$ cat src/hdl/block_game_pkg.sv
`default_nettype none

package block_game_pkg;

  ////////////////////
  // Widths
  ////////////////////

  localparam int unsigned layer_w   = 7;
  localparam int unsigned cmd_w     = 16;
  localparam int unsigned score_w   = 8;
  localparam int unsigned pos_w     = 3;
  localparam int unsigned op_w      = 2;
  localparam int unsigned payload_w = cmd_w - op_w;

  // Opcode in the top bits of the command word
  typedef enum logic [op_w-1:0] {
    op_nop  = 2'd0,
    op_load = 2'd1,
    op_jump = 2'd2,
    op_rsvd = 2'd3
  } cmd_op_t;

  ////////////////////
  // Payload views
  ////////////////////

  // Bit i of each map belongs to cell i
  typedef struct packed {
    logic [layer_w-1:0] cell_map;
    logic [layer_w-1:0] cell_kind;
  } layer_view_t;

  // dir high steps right
  typedef struct packed {
    logic                 dir;
    logic [payload_w-2:0] pad;
  } jump_view_t;

  typedef union packed {
    layer_view_t layer;
    jump_view_t  jump;
  } cmd_payload_u;

endpackage

`default_nettype wire

$ cat src/hdl/cmd_decode.sv
`timescale 1ns/1ps
`default_nettype none

module cmd_decode (
  input  wire                                    clk,
  input  wire                                    arst_n,
  input  wire                                    enable,
  input  wire                                    cmd_valid,
  input  wire  [block_game_pkg::cmd_w-1:0]       cmd_word,
  output logic                                   load_stb,
  output logic                                   jump_stb,
  output logic                                   jump_dir,
  output logic [block_game_pkg::layer_w-1:0]     layer_map,
  output logic [block_game_pkg::layer_w-1:0]     layer_kind
);

  import block_game_pkg::*;

  cmd_op_t      opcode;
  cmd_payload_u payload;
  logic         cmd_fire;

  // Split the word into opcode and payload
  assign opcode   = cmd_op_t'(cmd_word[cmd_w-1 -: op_w]);
  assign payload  = cmd_word[payload_w-1:0];
  assign cmd_fire = cmd_valid && enable;

  ////////////////////
  // Strobes
  ////////////////////

  always_ff @(posedge clk or negedge arst_n) begin
    if (!arst_n) begin
      load_stb <= 1'b0;
      jump_stb <= 1'b0;
    end else begin
      load_stb <= 1'b0;
      jump_stb <= 1'b0;
      if (cmd_fire) begin
        unique case (opcode)
          op_load: load_stb <= 1'b1;
          op_jump: jump_stb <= 1'b1;
          // nop and reserved words are dropped here
          default: ;
        endcase
      end
    end
  end

  // Payload fields, read through the view the opcode selects
  always_ff @(posedge clk) begin
    if (cmd_fire && opcode == op_load) begin
      layer_map  <= payload.layer.cell_map;
      layer_kind <= payload.layer.cell_kind;
    end
    if (cmd_fire && opcode == op_jump) begin
      jump_dir <= payload.jump.dir;
    end
  end

  // One command per cycle downstream
  a_one_strobe: assert property (
    @(posedge clk) disable iff (!arst_n) !(load_stb && jump_stb)
  );

endmodule

`default_nettype wire

$ cat src/hdl/block_field.sv
`timescale 1ns/1ps
`default_nettype none

module block_field #(
  parameter int unsigned num_layers = 5,
  parameter int unsigned char_row   = 3,
  parameter int unsigned start_pos  = 3
) (
  input  wire                                    clk,
  input  wire                                    arst_n,
  input  wire                                    enable,
  input  wire                                    load_stb,
  input  wire                                    jump_stb,
  input  wire                                    jump_dir,
  input  wire  [block_game_pkg::layer_w-1:0]     layer_map,
  input  wire  [block_game_pkg::layer_w-1:0]     layer_kind,
  output logic                                   move_stb,
  output logic                                   move_fail,
  output logic [block_game_pkg::pos_w-1:0]       char_pos,
  output logic [block_game_pkg::layer_w-1:0]     row_map,
  output logic [block_game_pkg::layer_w-1:0]     row_kind,
  output logic                                   game_over
);

  import block_game_pkg::*;

  // Layer 0 is the newest, the last one drops off on a load
  logic [layer_w-1:0] map_q  [num_layers];
  logic [layer_w-1:0] kind_q [num_layers];

  logic               load_fire;
  logic               jump_fire;
  logic [pos_w:0]     target;
  logic [pos_w-1:0]   tgt_cell;
  logic               off_edge;
  logic               hazard;
  logic               step_fail;

  assign load_fire = enable && load_stb;
  assign jump_fire = enable && jump_stb && !game_over;

  ////////////////////
  // Layer field
  ////////////////////

  always_ff @(posedge clk or negedge arst_n) begin
    if (!arst_n) begin
      for (int i = 0; i < num_layers; i++) begin
        map_q[i]  <= '0;
        kind_q[i] <= '0;
      end
    end else if (load_fire) begin
      map_q[0]  <= layer_map;
      kind_q[0] <= layer_kind;
      for (int i = 1; i < num_layers; i++) begin
        map_q[i]  <= map_q[i-1];
        kind_q[i] <= kind_q[i-1];
      end
    end
  end

  // Row under the character
  assign row_map  = map_q[char_row];
  assign row_kind = kind_q[char_row];

  ////////////////////
  // Collision check
  ////////////////////

  // One extra bit so a step left from cell 0 wraps above the field
  assign target   = jump_dir ? {1'b0, char_pos} + (pos_w+1)'(1)
                             : {1'b0, char_pos} - (pos_w+1)'(1);
  assign tgt_cell = target[pos_w-1:0];
  assign off_edge = target > (pos_w+1)'(layer_w - 1);

  // Cell only looked at when it lies inside the field
  assign hazard    = !off_edge && map_q[char_row][tgt_cell] && kind_q[char_row][tgt_cell];
  assign step_fail = off_edge || hazard;

  ////////////////////
  // Character state
  ////////////////////

  always_ff @(posedge clk or negedge arst_n) begin
    if (!arst_n) begin
      char_pos  <= pos_w'(start_pos);
      game_over <= 1'b0;
      move_stb  <= 1'b0;
      move_fail <= 1'b0;
    end else if (!enable) begin
      char_pos  <= pos_w'(start_pos);
      game_over <= 1'b0;
      move_stb  <= 1'b0;
      move_fail <= 1'b0;
    end else begin
      move_stb <= jump_fire;
      if (jump_fire) begin
        move_fail <= step_fail;
        if (step_fail) begin
          // Position held on a failed step
          game_over <= 1'b1;
        end else begin
          char_pos <= tgt_cell;
        end
      end
    end
  end

  a_pos_in_field: assert property (
    @(posedge clk) disable iff (!arst_n) char_pos < layer_w
  );

  // No step is reported once the game has ended
  a_no_move_after_over: assert property (
    @(posedge clk) disable iff (!arst_n) move_stb |-> !$past(game_over)
  );

endmodule

`default_nettype wire

$ cat src/hdl/jump_result.sv
`timescale 1ns/1ps
`default_nettype none

module jump_result (
  input  wire                                    clk,
  input  wire                                    arst_n,
  input  wire                                    enable,
  input  wire                                    move_stb,
  input  wire                                    move_fail,
  input  wire  [block_game_pkg::pos_w-1:0]       char_pos,
  output logic                                   res_valid,
  output logic                                   res_fail,
  output logic [block_game_pkg::pos_w-1:0]       res_pos,
  output logic [block_game_pkg::score_w-1:0]     score
);

  import block_game_pkg::*;

  logic score_inc;

  // Successful step, held at the top of the range
  assign score_inc = move_stb && !move_fail && (score != '1);

  ////////////////////
  // Result strobe
  ////////////////////

  always_ff @(posedge clk or negedge arst_n) begin
    if (!arst_n) begin
      res_valid <= 1'b0;
    end else begin
      res_valid <= enable && move_stb;
    end
  end

  always_ff @(posedge clk) begin
    if (move_stb) begin
      res_fail <= move_fail;
      res_pos  <= char_pos;
    end
  end

  ////////////////////
  // Score
  ////////////////////

  always_ff @(posedge clk or negedge arst_n) begin
    if (!arst_n) begin
      score <= '0;
    end else if (!enable) begin
      score <= '0;
    end else if (score_inc) begin
      score <= score + score_w'(1);
    end
  end

  a_score_monotonic: assert property (
    @(posedge clk) disable iff (!arst_n) enable |=> score >= $past(score)
  );

endmodule

`default_nettype wire

$ cat src/hdl/block_game_top.sv
`timescale 1ns/1ps
`default_nettype none

module block_game_top #(
  parameter int unsigned num_layers = 5,
  parameter int unsigned char_row   = 3,
  parameter int unsigned start_pos  = 3
) (
  input  wire                                    clk,
  input  wire                                    arst_n,
  input  wire                                    enable,
  input  wire                                    cmd_valid,
  input  wire  [block_game_pkg::cmd_w-1:0]       cmd_word,
  output logic                                   res_valid,
  output logic                                   res_fail,
  output logic [block_game_pkg::pos_w-1:0]       res_pos,
  output logic [block_game_pkg::score_w-1:0]     score,
  output logic [block_game_pkg::layer_w-1:0]     row_map,
  output logic [block_game_pkg::layer_w-1:0]     row_kind,
  output logic                                   game_over
);

  import block_game_pkg::*;

  // Decode to execute
  logic               load_stb;
  logic               jump_stb;
  logic               jump_dir;
  logic [layer_w-1:0] layer_map;
  logic [layer_w-1:0] layer_kind;

  // Execute to result
  logic               move_stb;
  logic               move_fail;
  logic [pos_w-1:0]   char_pos;

  cmd_decode cmd_decode_inst (
    .clk        (clk),
    .arst_n     (arst_n),
    .enable     (enable),
    .cmd_valid  (cmd_valid),
    .cmd_word   (cmd_word),
    .load_stb   (load_stb),
    .jump_stb   (jump_stb),
    .jump_dir   (jump_dir),
    .layer_map  (layer_map),
    .layer_kind (layer_kind)
  );

  block_field #(
    .num_layers (num_layers),
    .char_row   (char_row),
    .start_pos  (start_pos)
  ) block_field_inst (
    .clk        (clk),
    .arst_n     (arst_n),
    .enable     (enable),
    .load_stb   (load_stb),
    .jump_stb   (jump_stb),
    .jump_dir   (jump_dir),
    .layer_map  (layer_map),
    .layer_kind (layer_kind),
    .move_stb   (move_stb),
    .move_fail  (move_fail),
    .char_pos   (char_pos),
    .row_map    (row_map),
    .row_kind   (row_kind),
    .game_over  (game_over)
  );

  jump_result jump_result_inst (
    .clk       (clk),
    .arst_n    (arst_n),
    .enable    (enable),
    .move_stb  (move_stb),
    .move_fail (move_fail),
    .char_pos  (char_pos),
    .res_valid (res_valid),
    .res_fail  (res_fail),
    .res_pos   (res_pos),
    .score     (score)
  );

endmodule

`default_nettype wire

$ cat config.mk
export PLATFORM = sky130hd
export DESIGN_NAME = block_game_top
export DESIGN_NICKNAME = d
export VERILOG_FILES = /design/src/hdl/block_game_pkg.sv /design/src/hdl/cmd_decode.sv /design/src/hdl/block_field.sv /design/src/hdl/jump_result.sv /design/src/hdl/block_game_top.sv
export SDC_FILE = /design/constraint.sdc
export NUM_CORES = 1
export LEC_CHECK = 0
export BUFFER_PORTS_ARGS = -buffer_cell sky130_fd_sc_hd__buf_2
export CAP_MARGIN = 0
export CORE_MARGIN = 2
export CORE_UTILIZATION = 60
export DETAILED_ROUTE_END_ITERATION = 8
export GPL_ROUTABILITY_DRIVEN = 0
export PLACE_DENSITY_LB_ADDON = 0.2
export REMOVE_ABC_BUFFERS = 1
export SYNTH_ARGS = -nofsm -noshare
export SYNTH_HDL_FRONTEND = slang
export SYNTH_SLANG_ARGS = --single-unit
$ cat constraint.sdc
create_clock -name clk -period 4.3 [get_ports clk]
set_input_delay 0.86 -clock clk [delete_from_list [all_inputs] [get_ports clk]]
set_output_delay 0.86 -clock clk [all_outputs]
set_load 0.02 [all_outputs]
## Word-level counts from Yosys, hierarchy flattened

Index checks and enable logic that the tools add are counted.

| cells by class | value |
|---|---|
| $add $sub $neg | 3 |
| equal/unequal tests | 7 |
| order comparisons | 2 |
| reductions and logical operators | 17 |
| mux-type cells | 20 |

Operator list:

| kind | number |
|---|---|
| $mux W8 | 2 |
| $mux W1 | 12 |
| $logic_and A1 B1 Y1 | 11 |
| $mux W3 | 3 |
| $add A8 B1 Y8 const B | 1 |
| $ne A8 B8 Y1 const B | 1 |
| $bmux W1 S3 | 2 |
| $ne A2 B1 Y1 const B | 3 |
| $add A3 B1 Y4 const B | 1 |
| $gt A4 B3 Y1 const B | 1 |
| $lt A3 B4 Y1 const B | 1 |
| $mux W4 | 1 |
| $reduce_and A2 Y1 | 2 |
| $sub A3 B1 Y4 const B | 1 |
| $logic_not A1 Y1 | 3 |
| $eq A2 B1 Y1 const B | 1 |
| $eq A2 B2 Y1 const B | 1 |
| $ne A2 B2 Y1 const B | 1 |
| $logic_or A1 B1 Y1 | 1 |

| storage, ports and cells | value |
|---|---|
| input port bits | 20 |
| word-level logic and storage cells | 70 |
| register bits after elaboration | 92 |
| output and inout port bits | 28 |

## Longest topological paths before layout

| depth | value |
|---|---|
| depth in word-level cells | 10 |
| gate-level depth with buffers | 7 |
| gate-level depth less buffers | 7 |

## Modules after synthesis

From an unflattened synthesis, not the netlist that was laid out.

| unflattened totals | value |
|---|---|
| cells, all modules | 252 |
| area total of the unflattened synthesis | 3737.3 sq um |

By module, submodules not included:

| module | sequential area each (sq um) | times used | area an instance (sq um) | cells an instance |
|---|---|---|---|---|
| block_field | 1554.0 | 1 | 2617.5 | 182 |
| jump_result | 345.3 | 1 | 599.3 | 51 |
| cmd_decode | 500.5 | 1 | 520.5 | 19 |

## Least setup slack after synthesis

Ideal clock, no wire load.

| path | value |
|---|---|
| kind | input to register |
| from | input enable |
| to | register cmd_decode_inst.layer_kind[0] in the netlist's numbering (enable) |
| arrival time | 2.207 ns |
| buffers on the path | 1 |
| cell stages on the path | 3 |
| data required time | 3.892 ns |
| setup slack | 1.685 ns |
| cell sequence | clkbuf_8 -> nand2_1 -> nor3b_1 |

| between the ends | value |
|---|---|
| word-level cells in the longest chain between the ends | 2 |

Ends and longest elaborated chain:

| element | line | text |
|---|---|---|
| from (decl) | block_game_top.sv:11 | `input wire enable,` |
| $logic_and A1 B1 Y1 | cmd_decode.sv:26 | `assign cmd_fire = cmd_valid && enable;` |
| $logic_and A1 B1 Y1 | cmd_decode.sv:52 | `if (cmd_fire && opcode == op_load) begin` |
| to (signal assigned) | cmd_decode.sv:54 | `layer_kind <= payload.layer.cell_kind;` |
| to (decl) | cmd_decode.sv:14 | `output logic [block_game_pkg::layer_w-1:0] layer_kind` |

Every way passes these cells.
A chain may end at the register's enable or synchronous reset.

## Worst setup path after layout

| path | value |
|---|---|
| from | register block_field_inst.char_pos[0] in the netlist's numbering |
| to | register block_field_inst.move_fail |

| between the ends | value |
|---|---|
| word-level cells in the longest chain between the ends | 9 |
| elaborated cells between the ends (all ways) | 14 |
| classes of those cells | add/sub: 2; order compare: 1; mux: 7; reduce/logical: 4 |

Ends and longest elaborated chain:

| element | line | text |
|---|---|---|
| from (decl) | block_field.sv:19 | `output logic [block_game_pkg::pos_w-1:0] char_pos,` |
| from (signal assigned) | block_field.sv:86 | `char_pos <= pos_w'(start_pos);` |
| from (signal assigned) | block_field.sv:91 | `char_pos <= pos_w'(start_pos);` |
| from (signal assigned) | block_field.sv:103 | `char_pos <= tgt_cell;` |
| $sub A3 B1 Y4 or $add A3 B1 Y4 (tied branches) | block_field.sv:72, block_field.sv:71 |  |
| $mux W4 * | block_field.sv:71 | `assign target = jump_dir ? {1'b0, char_pos} + (pos_w+1)'(1)` |
| $gt A4 B3 Y1 or $bmux W1 S3 (tied branches) | block_field.sv:74, block_field.sv:77 |  |
| $logic_not A1 Y1 or $mux W1 (tied branches) | block_field.sv:77 | `assign hazard = !off_edge && map_q[char_row][tgt_cell] && kind_q[char_row][tgt_cell];` |
| $logic_and A1 B1 Y1 (2 in series) | block_field.sv:77 |  |
| $logic_or A1 B1 Y1 * | block_field.sv:78 | `assign step_fail = off_edge \|\| hazard;` |
| $mux W1 * | block_field.sv:97 | `if (jump_fire) begin` |
| $mux W1 * | block_field.sv:90 | `end else if (!enable) begin` |
| to (signal assigned) | block_field.sv:98 | `move_fail <= step_fail;` |
| to (decl) | block_field.sv:18 | `output logic move_fail,` |

Mark *: on every way between the ends. The rest lies on a longest branch, timed or not. The select of a mux whose other input is x is not followed.

==> impl_metrics.py <==
metrics = {
    "yosys": {
        "synth_edf_count": 19,
        "synth_cell_types": 37,
        "synth_area_per_cell_um2": 15.2,
        "synth_warnings": 0,
        "synth_flop_cell": "dfrtp_1",
        "ys_async_sr_fraction": 0.793,
        "yosysTopAreaCellShare": 0.481,
        "synth_area_leaders": "dfrtp_1 48%, mux2_2 17%, edfxtp_1 15%, buf_4 2.8%, mux2i_1 1.6%",
        "synth_area_leader_cell": "dfrtp_1",
        "syn_inst": 243,
        "syn_area_um2": 3690,
        "ys_seq_elements": 92,
        "seq_area_frac_synth": 0.650,
    },
    "timing": {
        "fin_crit_ps": 2320,
        "setup_tns_ps": 0,
        "slew_headroom": 0.325,
        "fmax_mhz": 430,
        "final.period_utilization": 0.540,
        "rsz0062_at_grt": "no",
        "maxSlewViolCount": 0,
        "worst_pin_slew_ps": 1010,
        "hold_viol": 0,
        "hold_slack_ps": 483,
        "setup_viol": 0,
        "fin_skew_ps": 5.73,
    },
    "routing": {
        "drtIter0Drc": 57,
        "wl_mm": 5.46,
        "via_per_inst": 5.36,
        "wl_per_cell_um": 15.1,
        "vias": 1946,
        "antenna_left": 0,
        "drc_errors": 0,
        "drt-pass1-iter-count": 4,
    },
    "clock_tree": {
        "cts_sinks": 92,
        "clock_path_buffers": 2,
        "htree_num_levels": 3,
        "cts_hold_buf": 0,
        "cts_resized": 0,
        "numCtsBuffers": 9,
        "clk_latency_ps": 350,
        "clock-root-buffer": "clkbuf_8",
        "cts_tree": "done",
        "post_cts.repair.setup_buffers": 0,
        "clk_pin_slew_ps": 90,
    },
    "place": {
        "hpwlAfterDp_mm": 3.65,
        "port_buffers": 47,
        "placedCellCount": 348,
        "placed_area_um2": 3910,
    },
    "cells_and_area": {
        "layout_commonest_cell": "dfrtp_1",
        "instances_no_fill": 363,
        "design_area_um2": 4120,
        "syn_to_final_growth_pct": 11.5,
        "final_cell_mix": "71 x dfrtp_1, 56 x mux2_2, 47 x buf_2, 19 x edfxtp_1, 11 x nand2_1",
        "n_antenna_cell": 0,
        "drive_gt1_frac": 0.451,
        "nets": 308,
    },
    "grt": {
        "grt_overflow_total": 0,
        "grt_pass1_vias": 1865,
        "grt_usage": 0.181,
        "grt_first_pass_wirelength_mm": 8.92,
        "grt_max_degree": 48,
        "antenna_found_initial": 0,
    },
    "worst_setup_path": {
        "crit_arrival_ps": 2560,
        "crit_type": "flop to flop",
        "crit_chain": "fa_1, nand3_1, o21ai_0, o311ai_1, a21oi_1, a31o_2",
        "slowest_stage": "dfstp_2",
        "required_ps": 4540,
        "cp-end-kind": "flop",
        "cpPeakStageDelay_ps": 640,
        "crit_fanout": 9,
        "critPathLaunch": "block_field_inst.char_pos[0]",
        "r2r_start": "block_field_inst.char_pos[0]",
        "start_kind": "flop",
    },
    "power_and_ir_drop": {
        "p_leak_nw": 1.99,
        "p_int_mw": 1.41,
        "p_seq_frac": 0.575,
        "power_density_nw_per_um2": 441,
        "switching_share": 0.222,
        "power_switching_mw": 0.403,
        "vdd_drop_max_mv": 0.279,
        "clkPwrFrac": 0.334,
        "comb_power_share": 0.091,
    },
    "min_path": {
        "min_from": "cmd_decode_inst.layer_kind[2]",
        "holdCritPathClass": "flop to flop",
    },
    "die": {
        "die-area_um2": 6800,
        "initial_core_util": 0.624,
        "die_w_um": 82.5,
        "fp-row-count": 28,
        "die_h_um": 82.5,
        "io_pins": 48,
        "design.core.area_um2": 5920,
    },
    "job": {
        "drv_cap": 0,
    },
    "run_status": {
        "status": "finished, final reports clean",
    },
}
registers in the layout (all words and copies together), names as in the netlist, 3 cells and up:
| register | flops |
|---|---|
| cmd_decode_inst.layer_map | 7 |
| block_field_inst.row_map | 7 |
| block_field_inst.row_kind | 7 |
| cmd_decode_inst.layer_kind | 7 |
| block_field_inst.char_pos | 3 |
| jump_result_inst.score | 8 |
| jump_result_inst.res_pos | 3 |
| block_field_inst.map_q | 21 |
| block_field_inst.kind_q | 21 |
critical path: cells and delay by family (launching register included):
family | cells | cell delay (ps)
AO/OA/AOI/OAI | 4 | 910
adder cells (fa/ha/maj) | 1 | 550
flip-flops | 1 | 640
AND/OR/NAND/NOR | 1 | 120
final timing paths:
path                                                     to  slack (ps)  cells past startpoint
max in group asynchronous       block_field_inst.kind_q[14]        2840                      2
min in group asynchronous         jump_result_inst.score[3]         680                      1
worst min-delay path            block_field_inst.kind_q[30]         480                      1
worst max register to register   block_field_inst.move_fail        1980                      6
worst max-delay path             block_field_inst.move_fail        1980                      6
worst min register to register  block_field_inst.kind_q[30]         480                      1
cell families (layout without fill, tap and decap cells):
logic type      Yosys count  count (layout)  share of synthesized area
compound gates           11              11                     0.0230
buf+inv                  25              70                     0.0444
flops                    92              92                      0.650
mux                      62              62                      0.187
fa+ha+maj                 4               4                     0.0156
simple gates             43              43                     0.0661
xor+xnor                  6               6                     0.0142
power groups by stage:
stage	clock network (mW)	registers (mW)	logic, mW
6_report	0.606	1.04	0.165
3_5_place_dp	0	1.06	0.168
5_1_grt	0.660	1.06	0.183
4_1_cts	0.619	1.04	0.169
3_3_place_gp	0	1.06	0.160
2_1_floorplan	0	1.06	0.102
through the flow:
stage | util | power, mW | setup slack [ps]
after detailed placement | 0.661 | 1.23 | 1760
after floorplan | - | 1.16 | 1710
after global routing | 0.695 | 1.90 | 1840
after CTS | 0.695 | 1.83 | 1960
after global placement | 0.661 | 1.22 | 1800
final | 0.695 | 1.81 | 1980
area by class of cell:
| class | instances | area, µm² |
|---|---|---|
| Sequential cell | 92 | 2400 |
| Tap cell | 75 | 93.8 |
| Clock inverter | 4 | 75.1 |
| Fill cell | 439 | 1800 |
| Timing Repair Buffer | 51 | 265 |
| Clock buffer | 11 | 131 |
| Inverter | 4 | 15.0 |
| Multi-Input combinational cell | 126 | 1140 |
synthesized netlist by cell type (2+ instances only):
cell	number
a21o_1	2
a21oi_1	3
and2_1	2
buf_2	6
buf_4	14
dfrtp_1	71
dfstp_2	2
edfxtp_1	19
ha_1	3
inv_1	4
mux2_2	56
mux2i_1	6
nand2_1	12
nand2b_1	3
nand3_1	6
nor2_1	8
nor3b_1	2
xnor2_1	4
xor2_1	2
metal layers:
layer,GRT usage,part of all wire
met1,0.252,0.47
met2,0.273,0.48
met3,0.0402,0.037
met4,0.0900,0.017
met5,0,0
(Power assumes the default switching activity.)
